### config.mk
export PLATFORM = sky130hd
export DESIGN_NAME = rx_serdes_top
export DESIGN_NICKNAME = d
export VERILOG_FILES = /design/src/rx_serdes_pkg.sv /design/src/rx_deserializer.sv /design/src/rx_output_stage.sv /design/src/rx_serdes_top.sv
export VERILOG_INCLUDE_DIRS = /design/src /design/src/src
export SDC_FILE = /design/constraint.sdc
export NUM_CORES = 1
export LEC_CHECK = 0
export BUFFER_PORTS_ARGS = -buffer_cell sky130_fd_sc_hd__buf_4
export CAP_MARGIN = 0
export CORE_MARGIN = 2
export CORE_UTILIZATION = 55
export DETAILED_ROUTE_END_ITERATION = 12
export PLACE_DENSITY = 0.75
export SLEW_MARGIN = 10
export SYNTH_ARGS = -nofsm -noshare
export SYNTH_HDL_FRONTEND = slang
export SYNTH_SLANG_ARGS = --single-unit
### constraint.sdc
create_clock -name fabric_clk_div -period 1.4 [get_ports fabric_clk_div]
set_input_delay 0.14 -clock fabric_clk_div [delete_from_list [all_inputs] [get_ports fabric_clk_div]]
set_output_delay 0.14 -clock fabric_clk_div [all_outputs]
set_load 0.03 [all_outputs]
### src/rx_serdes_defines.svh
/*
 * Serial receive front end: build-time constants
 * Word width, fixed input delay and lock-wait length
 */

`ifndef RX_SERDES_DEFINES_SVH
`define RX_SERDES_DEFINES_SVH

// ***********************************************************
// Word framing
// ***********************************************************

// Serial bits per parallel word, valid range 3 to 10
`define RX_WORD_WIDTH 4

// ***********************************************************
// Input path and lock timing
// ***********************************************************

// Clock stages in the fixed input delay line, at least 1
`define RX_DELAY_TAPS 2

// Clocks after reset release before ready rises
// 255 matches an 8-bit settling counter
`define RX_LOCK_WAIT 255

`endif

### src/rx_serdes_pkg.sv
/*
 * Serial receive front end: shared types
 * Received-word bundle and output-stage FSM states
 */

`default_nettype none

`include "rx_serdes_defines.svh"

package rx_serdes_pkg;

    // ***********************************************************
    // Word bundle from deserializer to output stage
    // ***********************************************************

    // valid is a single-cycle strobe; data is only meaningful
    // in the cycle where valid is high
    typedef struct packed {
        logic                      valid; // One-cycle word strobe
        logic [`RX_WORD_WIDTH-1:0] data;  // First serial bit in MSB
    } rx_word_t;

    // ***********************************************************
    // Output stage FSM
    // ***********************************************************

    // Lock wait runs once after reset, no way back without reset
    typedef enum logic {
        LOCK_WAIT = 1'b0, // Settling timer running, outputs held
        LOCKED    = 1'b1  // Words pass through to data_o
    } out_state_e;

endpackage : rx_serdes_pkg

`default_nettype wire

### src/rx_deserializer.sv
/*
 * Serial-to-parallel deserializer
 * Samples and gates the serial bit, delays it by a fixed tap count,
 * then frames groups of RX_WORD_WIDTH bits into words with a strobe
 */

`timescale 1ns/1ps
`default_nettype none

`include "rx_serdes_defines.svh"

module rx_deserializer (
    input  wire logic               fabric_clk_div, // Divided fabric clock
    input  wire logic               reset_buf_n,    // Async reset, active low
    input  wire logic               enable_n,       // Receive enable, active low
    input  wire logic               data_i,         // Serial bit, one per clock
    output rx_serdes_pkg::rx_word_t word            // Parallel word and strobe
);

    localparam int WORD_W = `RX_WORD_WIDTH;  // Bits per word
    localparam int TAPS   = `RX_DELAY_TAPS;  // Delay line depth
    localparam int CNT_W  = $clog2(WORD_W);  // Bit counter width
    localparam int FILL_W = $clog2(TAPS + 2); // Holds 0..TAPS+1

    logic              sample_q;   // Registered, gated input bit
    logic [TAPS-1:0]   dly_q;      // Fixed delay line, [0] is newest
    logic              dly_bit;    // Bit leaving the delay line
    logic [FILL_W-1:0] fill_cnt_q; // Clocks since reset release
    logic              fill_done;  // Delay line output is a real sample
    logic [CNT_W-1:0]  bit_cnt_q;  // Position within current word
    logic              last_bit;   // Current bit closes the group
    logic [WORD_W-1:0] shift_q;    // Word assembly register
    logic              valid_q;    // Word strobe

    // ***********************************************************
    // Input sampling and enable gating
    // ***********************************************************

    // Received bit reads as zero while the receiver is disabled
    always_ff @(posedge fabric_clk_div) begin
        sample_q <= data_i & ~enable_n; // Gate on sample
    end

    // ***********************************************************
    // Fixed delay line
    // ***********************************************************

    always_ff @(posedge fabric_clk_div) begin
        dly_q[0] <= sample_q;           // Tap 0 fed from sampler
        for (int i = 1; i < TAPS; i++) begin
            dly_q[i] <= dly_q[i-1];     // Ripple one stage per clock
        end
    end

    assign dly_bit = dly_q[TAPS-1]; // Oldest tap

    // Sampler plus TAPS stages must fill before framing starts;
    // the count reaches TAPS+1 just as the first sample sits at the
    // end of the line, then holds there until the next reset
    always_ff @(posedge fabric_clk_div or negedge reset_buf_n) begin
        if (!reset_buf_n) begin
            fill_cnt_q <= '0;
        end else if (!fill_done) begin
            fill_cnt_q <= fill_cnt_q + 1'b1; // Saturates at TAPS+1
        end
    end

    assign fill_done = (fill_cnt_q == FILL_W'(TAPS + 1));

    // ***********************************************************
    // Word framing
    // ***********************************************************

    assign last_bit = (bit_cnt_q == CNT_W'(WORD_W - 1)); // Final slot

    // Modulo-WORD_W position counter, idle at zero until filled
    always_ff @(posedge fabric_clk_div or negedge reset_buf_n) begin
        if (!reset_buf_n) begin
            bit_cnt_q <= '0;
        end else if (fill_done) begin
            if (last_bit) begin
                bit_cnt_q <= '0;               // Wrap, next word begins
            end else begin
                bit_cnt_q <= bit_cnt_q + 1'b1; // Next slot
            end
        end
    end

    // Strobe rises together with the last bit entering shift_q
    always_ff @(posedge fabric_clk_div or negedge reset_buf_n) begin
        if (!reset_buf_n) begin
            valid_q <= 1'b0;
        end else begin
            valid_q <= fill_done & last_bit; // One cycle per word
        end
    end

    // Shift left so the first bit of a group ends up in the MSB
    always_ff @(posedge fabric_clk_div) begin
        if (fill_done) begin
            shift_q <= {shift_q[WORD_W-2:0], dly_bit}; // New bit in LSB
        end
    end

    // ***********************************************************
    // Word output
    // ***********************************************************

    assign word = '{valid: valid_q, data: shift_q}; // Straight from flops

endmodule : rx_deserializer

`default_nettype wire

### src/rx_output_stage.sv
/*
 * Receiver output stage
 * Lock-wait timer and ready flag, plus the capture register for data_o;
 * words that arrive before the wait completes are dropped
 */

`timescale 1ns/1ps
`default_nettype none

`include "rx_serdes_defines.svh"

module rx_output_stage (
    input  wire logic                    fabric_clk_div, // Divided fabric clock
    input  wire logic                    reset_buf_n,    // Async reset, active low
    input  wire rx_serdes_pkg::rx_word_t word,           // Word from deserializer
    output logic [`RX_WORD_WIDTH-1:0]    data_o,         // Last captured word
    output logic                         ready           // Lock wait done
);

    localparam int WAIT_W = $clog2(`RX_LOCK_WAIT + 1); // Fits full count

    rx_serdes_pkg::out_state_e state_q;    // FSM state
    rx_serdes_pkg::out_state_e state_d;    // FSM next state
    logic [WAIT_W-1:0]         wait_cnt_q; // Clocks since reset release
    logic                      lock_done;  // Wait count reached

    // ***********************************************************
    // Lock-wait FSM
    // ***********************************************************

    assign lock_done = (wait_cnt_q == WAIT_W'(`RX_LOCK_WAIT));

    always_comb begin
        state_d = state_q;                       // Hold by default
        case (state_q)
            rx_serdes_pkg::LOCK_WAIT: begin
                if (lock_done) begin
                    state_d = rx_serdes_pkg::LOCKED; // Settled
                end
            end
            rx_serdes_pkg::LOCKED: begin
                state_d = rx_serdes_pkg::LOCKED;     // Sticky until reset
            end
            default: begin
                state_d = rx_serdes_pkg::LOCK_WAIT;  // Recover to a known state
            end
        endcase
    end

    // Counter runs only during the wait, so it stops at RX_LOCK_WAIT.
    // ready goes high on the edge that sees the full count, which is
    // edge RX_LOCK_WAIT when edges are numbered from 0 after release
    always_ff @(posedge fabric_clk_div or negedge reset_buf_n) begin
        if (!reset_buf_n) begin
            state_q    <= rx_serdes_pkg::LOCK_WAIT;
            wait_cnt_q <= '0;
            ready      <= 1'b0;
        end else begin
            state_q <= state_d;
            if (state_q == rx_serdes_pkg::LOCK_WAIT && !lock_done) begin
                wait_cnt_q <= wait_cnt_q + 1'b1; // Count settling clocks
            end
            ready <= (state_d == rx_serdes_pkg::LOCKED); // Registered level
        end
    end

    // ***********************************************************
    // Capture register
    // ***********************************************************

    // Loads only on a strobe once locked, holds between words
    always_ff @(posedge fabric_clk_div or negedge reset_buf_n) begin
        if (!reset_buf_n) begin
            data_o <= '0;
        end else if (word.valid && state_q == rx_serdes_pkg::LOCKED) begin
            data_o <= word.data; // Take the finished word
        end
    end

endmodule : rx_output_stage

`default_nettype wire

### src/rx_serdes_top.sv
/*
 * Serial receive front end, top level
 * Deserializer feeding the lock-wait output stage
 */

`timescale 1ns/1ps
`default_nettype none

`include "rx_serdes_defines.svh"

module rx_serdes_top (
    input  wire logic                 fabric_clk_div, // Divided fabric clock
    input  wire logic                 reset_buf_n,    // Async reset, active low
    input  wire logic                 enable_n,       // Receive enable, active low
    input  wire logic                 data_i,         // Serial bit in
    output logic [`RX_WORD_WIDTH-1:0] data_o,         // Parallel word out
    output logic                      ready           // Receiver settled
);

    // ***********************************************************
    // Internal word path
    // ***********************************************************

    // Strobe plus data, registered at the deserializer output
    rx_serdes_pkg::rx_word_t word;

    // ***********************************************************
    // Deserializer
    // ***********************************************************

    // Bit sampled at edge k closes its group at edge k+TAPS+1
    rx_deserializer rx_deserializer_i (
        .fabric_clk_div (fabric_clk_div), // Shared fabric clock
        .reset_buf_n    (reset_buf_n),    // Shared async reset
        .enable_n       (enable_n),       // Gates the sampled bit
        .data_i         (data_i),         // From the serial pin
        .word           (word)            // To the output stage
    );

    // ***********************************************************
    // Output stage
    // ***********************************************************

    // One more clock to land the word on data_o
    rx_output_stage rx_output_stage_i (
        .fabric_clk_div (fabric_clk_div), // Shared fabric clock
        .reset_buf_n    (reset_buf_n),    // Shared async reset
        .word           (word),           // From the deserializer
        .data_o         (data_o),         // Straight to the pins
        .ready          (ready)           // Straight to the pins
    );

endmodule : rx_serdes_top

`default_nettype wire

# == Word level (Yosys, flattened, before mapping) ==
# Cells that the tools add are included.
# word_totals
elab_cells,25
register_bits,25
output_inout_bits,5
# op_classes
n_reduce_logical,3
n_eq_ne,3
muxes,3
bitwise,4
n_addsub,3
# op_table
op,n
$add 8x1->8 const B,1
$eq 8x8->1 const B,1
$add 2x1->2 const B,2
$eq 2x2->1 const B,2
$and 1x1->1,2
$logic_and 1x1->1,2
$mux 2,1
$not 1->1,2
$pmux 1 s2,1
$logic_not 1->1,1
$mux 1,1

# == Logic depth before layout (Yosys ltp) ==
# logic_depth
depth_word,3
mapped_depth,4

# == Hierarchy ==
# From an unflattened synthesis, not the netlist that was laid out.
# hier_totals
cells_unflattened,70
hier_area_um2,982.2
# modules_own_cells
mod,n_inst,cells_each,area_each_um2
rx_output_stage,1,48,583.1
rx_deserializer,1,22,399.1

# == Least setup slack after synthesis ==
# Ideal clock, no wire load.
# synth_path
kind,register -> register
startpoint,register rx_output_stage_i.ready (netlist name)
endpoint,register rx_output_stage_i.wait_cnt_q[5]
stages_incl_launch_ff,4
required_time_ns,1.275
path_slack_ns,-0.035
arrival_ns,1.310
path_buffers,0
setup_ns,0.125
path_cell_list,dfrtp_1 and4b_4 nand3_1 mux2_4
# synth_rtl
item,line_no,source
end signal: assignment,rx_output_stage.sv:61,wait_cnt_q <= wait_cnt_q + 1'b1;
end: declaration,rx_output_stage.sv:24,logic [WAIT_W-1:0] wait_cnt_q;

# == Final worst setup path ==
# layout_path
startpoint,register rx_output_stage_i.wait_cnt_q[3]
endpoint,register rx_output_stage_i.wait_cnt_q[1]
# layout_via
elab_chain_len,3
# layout_lines
item,line_no,source
$eq 8x8->1,rx_output_stage.sv:31,assign lock_done = (wait_cnt_q == WAIT_W'(`RX_LOCK_WAIT));
$logic_not 1->1,rx_output_stage.sv:60,if (state_q == rx_serdes_pkg::LOCK_WAIT && !lock_done) begin
$logic_and 1x1->1,rx_output_stage.sv:60,
# No other way between the ends.
# A chain may end at the register's enable or synchronous reset.

==> metrics.md <==
| Metric | Value |
|---|---|
| Final hold vios | `0` |
| Slowest CP cell | `dfrtp_1` |
| WP buf/inv | `0` |
| Min-delay worst type | `in2reg` |
| Total power | `1.08 mW` |
| Most frequent cell after synthesis | `dfrtp_1` |
| Storage cell area | `approximately 630 µm²` |
| Worst r2r path cells | `3` |
| Tightest Pin Transition | `between 0.3 and 0.4 ns` |
| Number of global-route vias before repair | `539` |
| Wirelength per Cell | `12.6 µm` |
| CTS H-tree lvls | `1` |
| Sequential power share | `69.7%` |
| Clock transition at the registers of the reported paths | `approximately 0.13 ns` |
| CTS Root Buffer Type | `clkbuf_4` |
| Hold WS | `between 0.05 and 0.06 ns` |
| Final net count | `97` |
| WP data arrival | `~1.5 ns` |
| Pwr dens | `914 nW/µm²` |
| Clk sinks | `25` |
| Critical path peak fanout | `5` |
| Net Count, Synth | `77` |
| Synth warn | `0` |
| Total negative setup slack | `0 ns` |
| First-pass GRT wire length | `between 2000 and 2500 µm` |
| Most used DFF post-synth | `dfrtp_1` |
| Worst EP required | `about 1.6 ns` |
| Iteration-0 DRC Markers | `6` |
| Initial Util | `57.9%` |
| Yosys reg bits | `25` |
| DR vias/cell | `5.10` |
| Die H | `about 47 µm` |
| Post-route ant nets | `0` |
| Worst IR Drop VDD | `0.807 mV` |
| Antenna Diode Count | `0` |
| Top post-synthesis cells by area | `dfrtp_1, edfxtp_1, mux2_2` |
| Die ar. | `2170 µm²` |
| CP cell instances | `and4_4, a41oi_4, mux2_4` |
| Final min period | `~1.3 ns` |
| Post-Syn Area | `around 1000 µm²` |
| Initial antenna violation count | `0` |
| Top-area cell type share of the netlist area | `a little under half` |
| Number of synthesized flops with an enable pin | `4` |
| Vias | `~580` |
| Hpwl dp | `around 1000 µm` |
| Largest delay contributor family on the critical path | `flip-flops` |
| Crit start category | `flip-flop` |
| Worst hold path depth | `2` |
| Critical path's largest stage delay | `between 0.4 and 0.5 ns` |
| Crit end category | `flip-flop` |
| # setup viols final | `0` |
| Status | `completed` |
| GR Overflow Total | `0` |
| Io pins | `9` |
| Width of the die | `about 47 µm` |
| Async SR Flop Fraction | `a little under three quarters` |
| CTS Buf Count | `3` |
| Clock Tree Buf Depth | `2` |
| Commonest cells in the netlist | `dfrtp_1, mux2_2, a21oi_1` |
| Clk pwr share | `28.3%` |
| Layout Skew | `~0.00076 ns` |
| Clock Latency Late Sink | `about 0.3 ns` |
| Fillers | `approximately 140` |
| Crit path depth | `3` |
| Net Sw Frac | `19.9%` |
| Cell count after synthesis | `70` |
| Worst slew margin | `between 70% and 80%` |
| NetSw | `about 0.21 mW` |
| Max Cap Viol | `0` |
| Synth cell types | `25` |
| Share of layout cells above drive strength 1 | `between 30% and 40%` |
| Total Wirelength | `~1400 µm` |
| CP Class | `reg2reg` |
| Core Rows | `15` |
| Leak | `between 0.5 and 0.6 nW` |
| Period Utilization, post-route | `95.3%` |
| CTS tree | `yes` |
| Power Internal | `0.864 mW` |
| DRC viols | `0` |
| Gpl congestion | `roughly 0.73` |
| Port Buffers | `8` |
| Max Clk Rate | `around 750 MHz` |
| Layout area overhead | `18.0%` |
| Synth area leader | `dfrtp_1` |
| Comb power frac | `under 10%` |
| Syn Area/Cell | `approximately 14 µm²` |
| Unrepaired setup endpoints after global routing | `no` |
| Multi-input logic area | `about 360 µm²` |
| Pre-antenna DRT Iters | `4` |
| Fin. max-slew vios | `0` |
| All-Layer GR Usage | `between 15 and 20%` |
| CORE AREA | `1730 µm²` |
| Pin count of the biggest net entering global routing | `19` |
| Seq/Total Area, Yosys | `~63%` |
[kinds of logic (layout without fill, tap and decap cells)]
kind of cell | count (synthesis) | after routing | synth area share, %
simple gates | 20 | 20 | 12.5
fa+ha+maj | 3 | 3 | 3.76
mux | 9 | 9 | 10.9
buf+inv | 2 | 21 | 0.751
xor+xnor | 2 | 2 | 1.75
flops | 25 | 25 | 63.1
compound gates | 9 | 9 | 7.26
[final timing paths]
kind	from	end	slack [ns]
min in group asynchronous	reset_buf_n	rx_output_stage_i.wait_cnt_q[5]	0.22
max	rx_output_stage_i.wait_cnt_q[3]	rx_output_stage_i.wait_cnt_q[1]	0.07
min	data_i	rx_deserializer_i.sample_q	0.05
max reg2reg	rx_output_stage_i.wait_cnt_q[3]	rx_output_stage_i.wait_cnt_q[1]	0.07
max in group asynchronous	reset_buf_n	rx_output_stage_i.ready	0.97
min reg2reg	rx_deserializer_i.sample_q	rx_deserializer_i.dly_q[0]	0.35
[cell usage in the layout (no fill, tap or decap), types with 2 or more instances in the layout]
master,instances
a21oi_1,5
and2_1,3
buf_4,13
clkbuf_4,3
dfrtp_1,17
dfxtp_1,3
dlygate4sd3_1,2
edfxtp_1,4
ha_1,2
inv_1,2
mux2_2,7
mux2_4,2
nand2_1,4
nor2_1,4
nor2b_1,2
[through the flow]
step                      instances  worst slack, ns  utilization (%)  area [µm²]
final                           114           0.0654             68.3        1180
after global routing            114          0.00831             68.3        1180
after CTS                       113           0.0411             67.8        1170
after detailed placement        107           0.0662             65.0        1120
after global placement          107            0.101             65.0        1120
after floorplan                  70           0.0379                -        1000
[state kept, by name, summed over array words and instances (netlist names)]
register                      count
rx_output_stage_i.ready           1
rx_deserializer_i.sample_q        1
rx_deserializer_i.fill_cnt_q      2
rx_deserializer_i.dly_q           2
rx_output_stage_i.wait_cnt_q      8
rx_deserializer_i.bit_cnt_q       2
rx_deserializer_i.shift_q         4
rx_output_stage_i.data_o          4
rx_deserializer_i.valid_q         1
[timing repair]
action / CTS / global route
endpoints found under the hold margin: 19 / 0
setup endpoints to repair: 0 / 3
setup buffers: 0 / 1
hold buffers: 2 / 0
resized for setup: 0 / 1
[metal layers]
metal / routed length, µm / global-route usage [%]
met1: 733 / 21.6
met2: 668 / 24.7
met3: 31 / 2.35
met4: 0 / 5.00
met5: 0 / 0
[area by class of cell]
class                      instances  share of cell area, %
timing repair buffer              15                   9.97
clock inverter                     1                  0.424
tap                               25                   2.65
inverter                           2                  0.636
clock buffer                       3                   1.91
sequential                        25                   53.6
multi-input combinational         43                   30.9
[power groups by stage]
stage	combinational, mW	sequential (mW)	clock, mW
floorplan	0.00105	0.764	0
global placement	0.0172	0.765	0
detailed placement	0.0180	0.766	0
CTS	0.0224	0.751	0.323
global route	0.0247	0.752	0.352
finish	0.0213	0.751	0.305
Note: power is estimated with default switching activity, not from simulation.
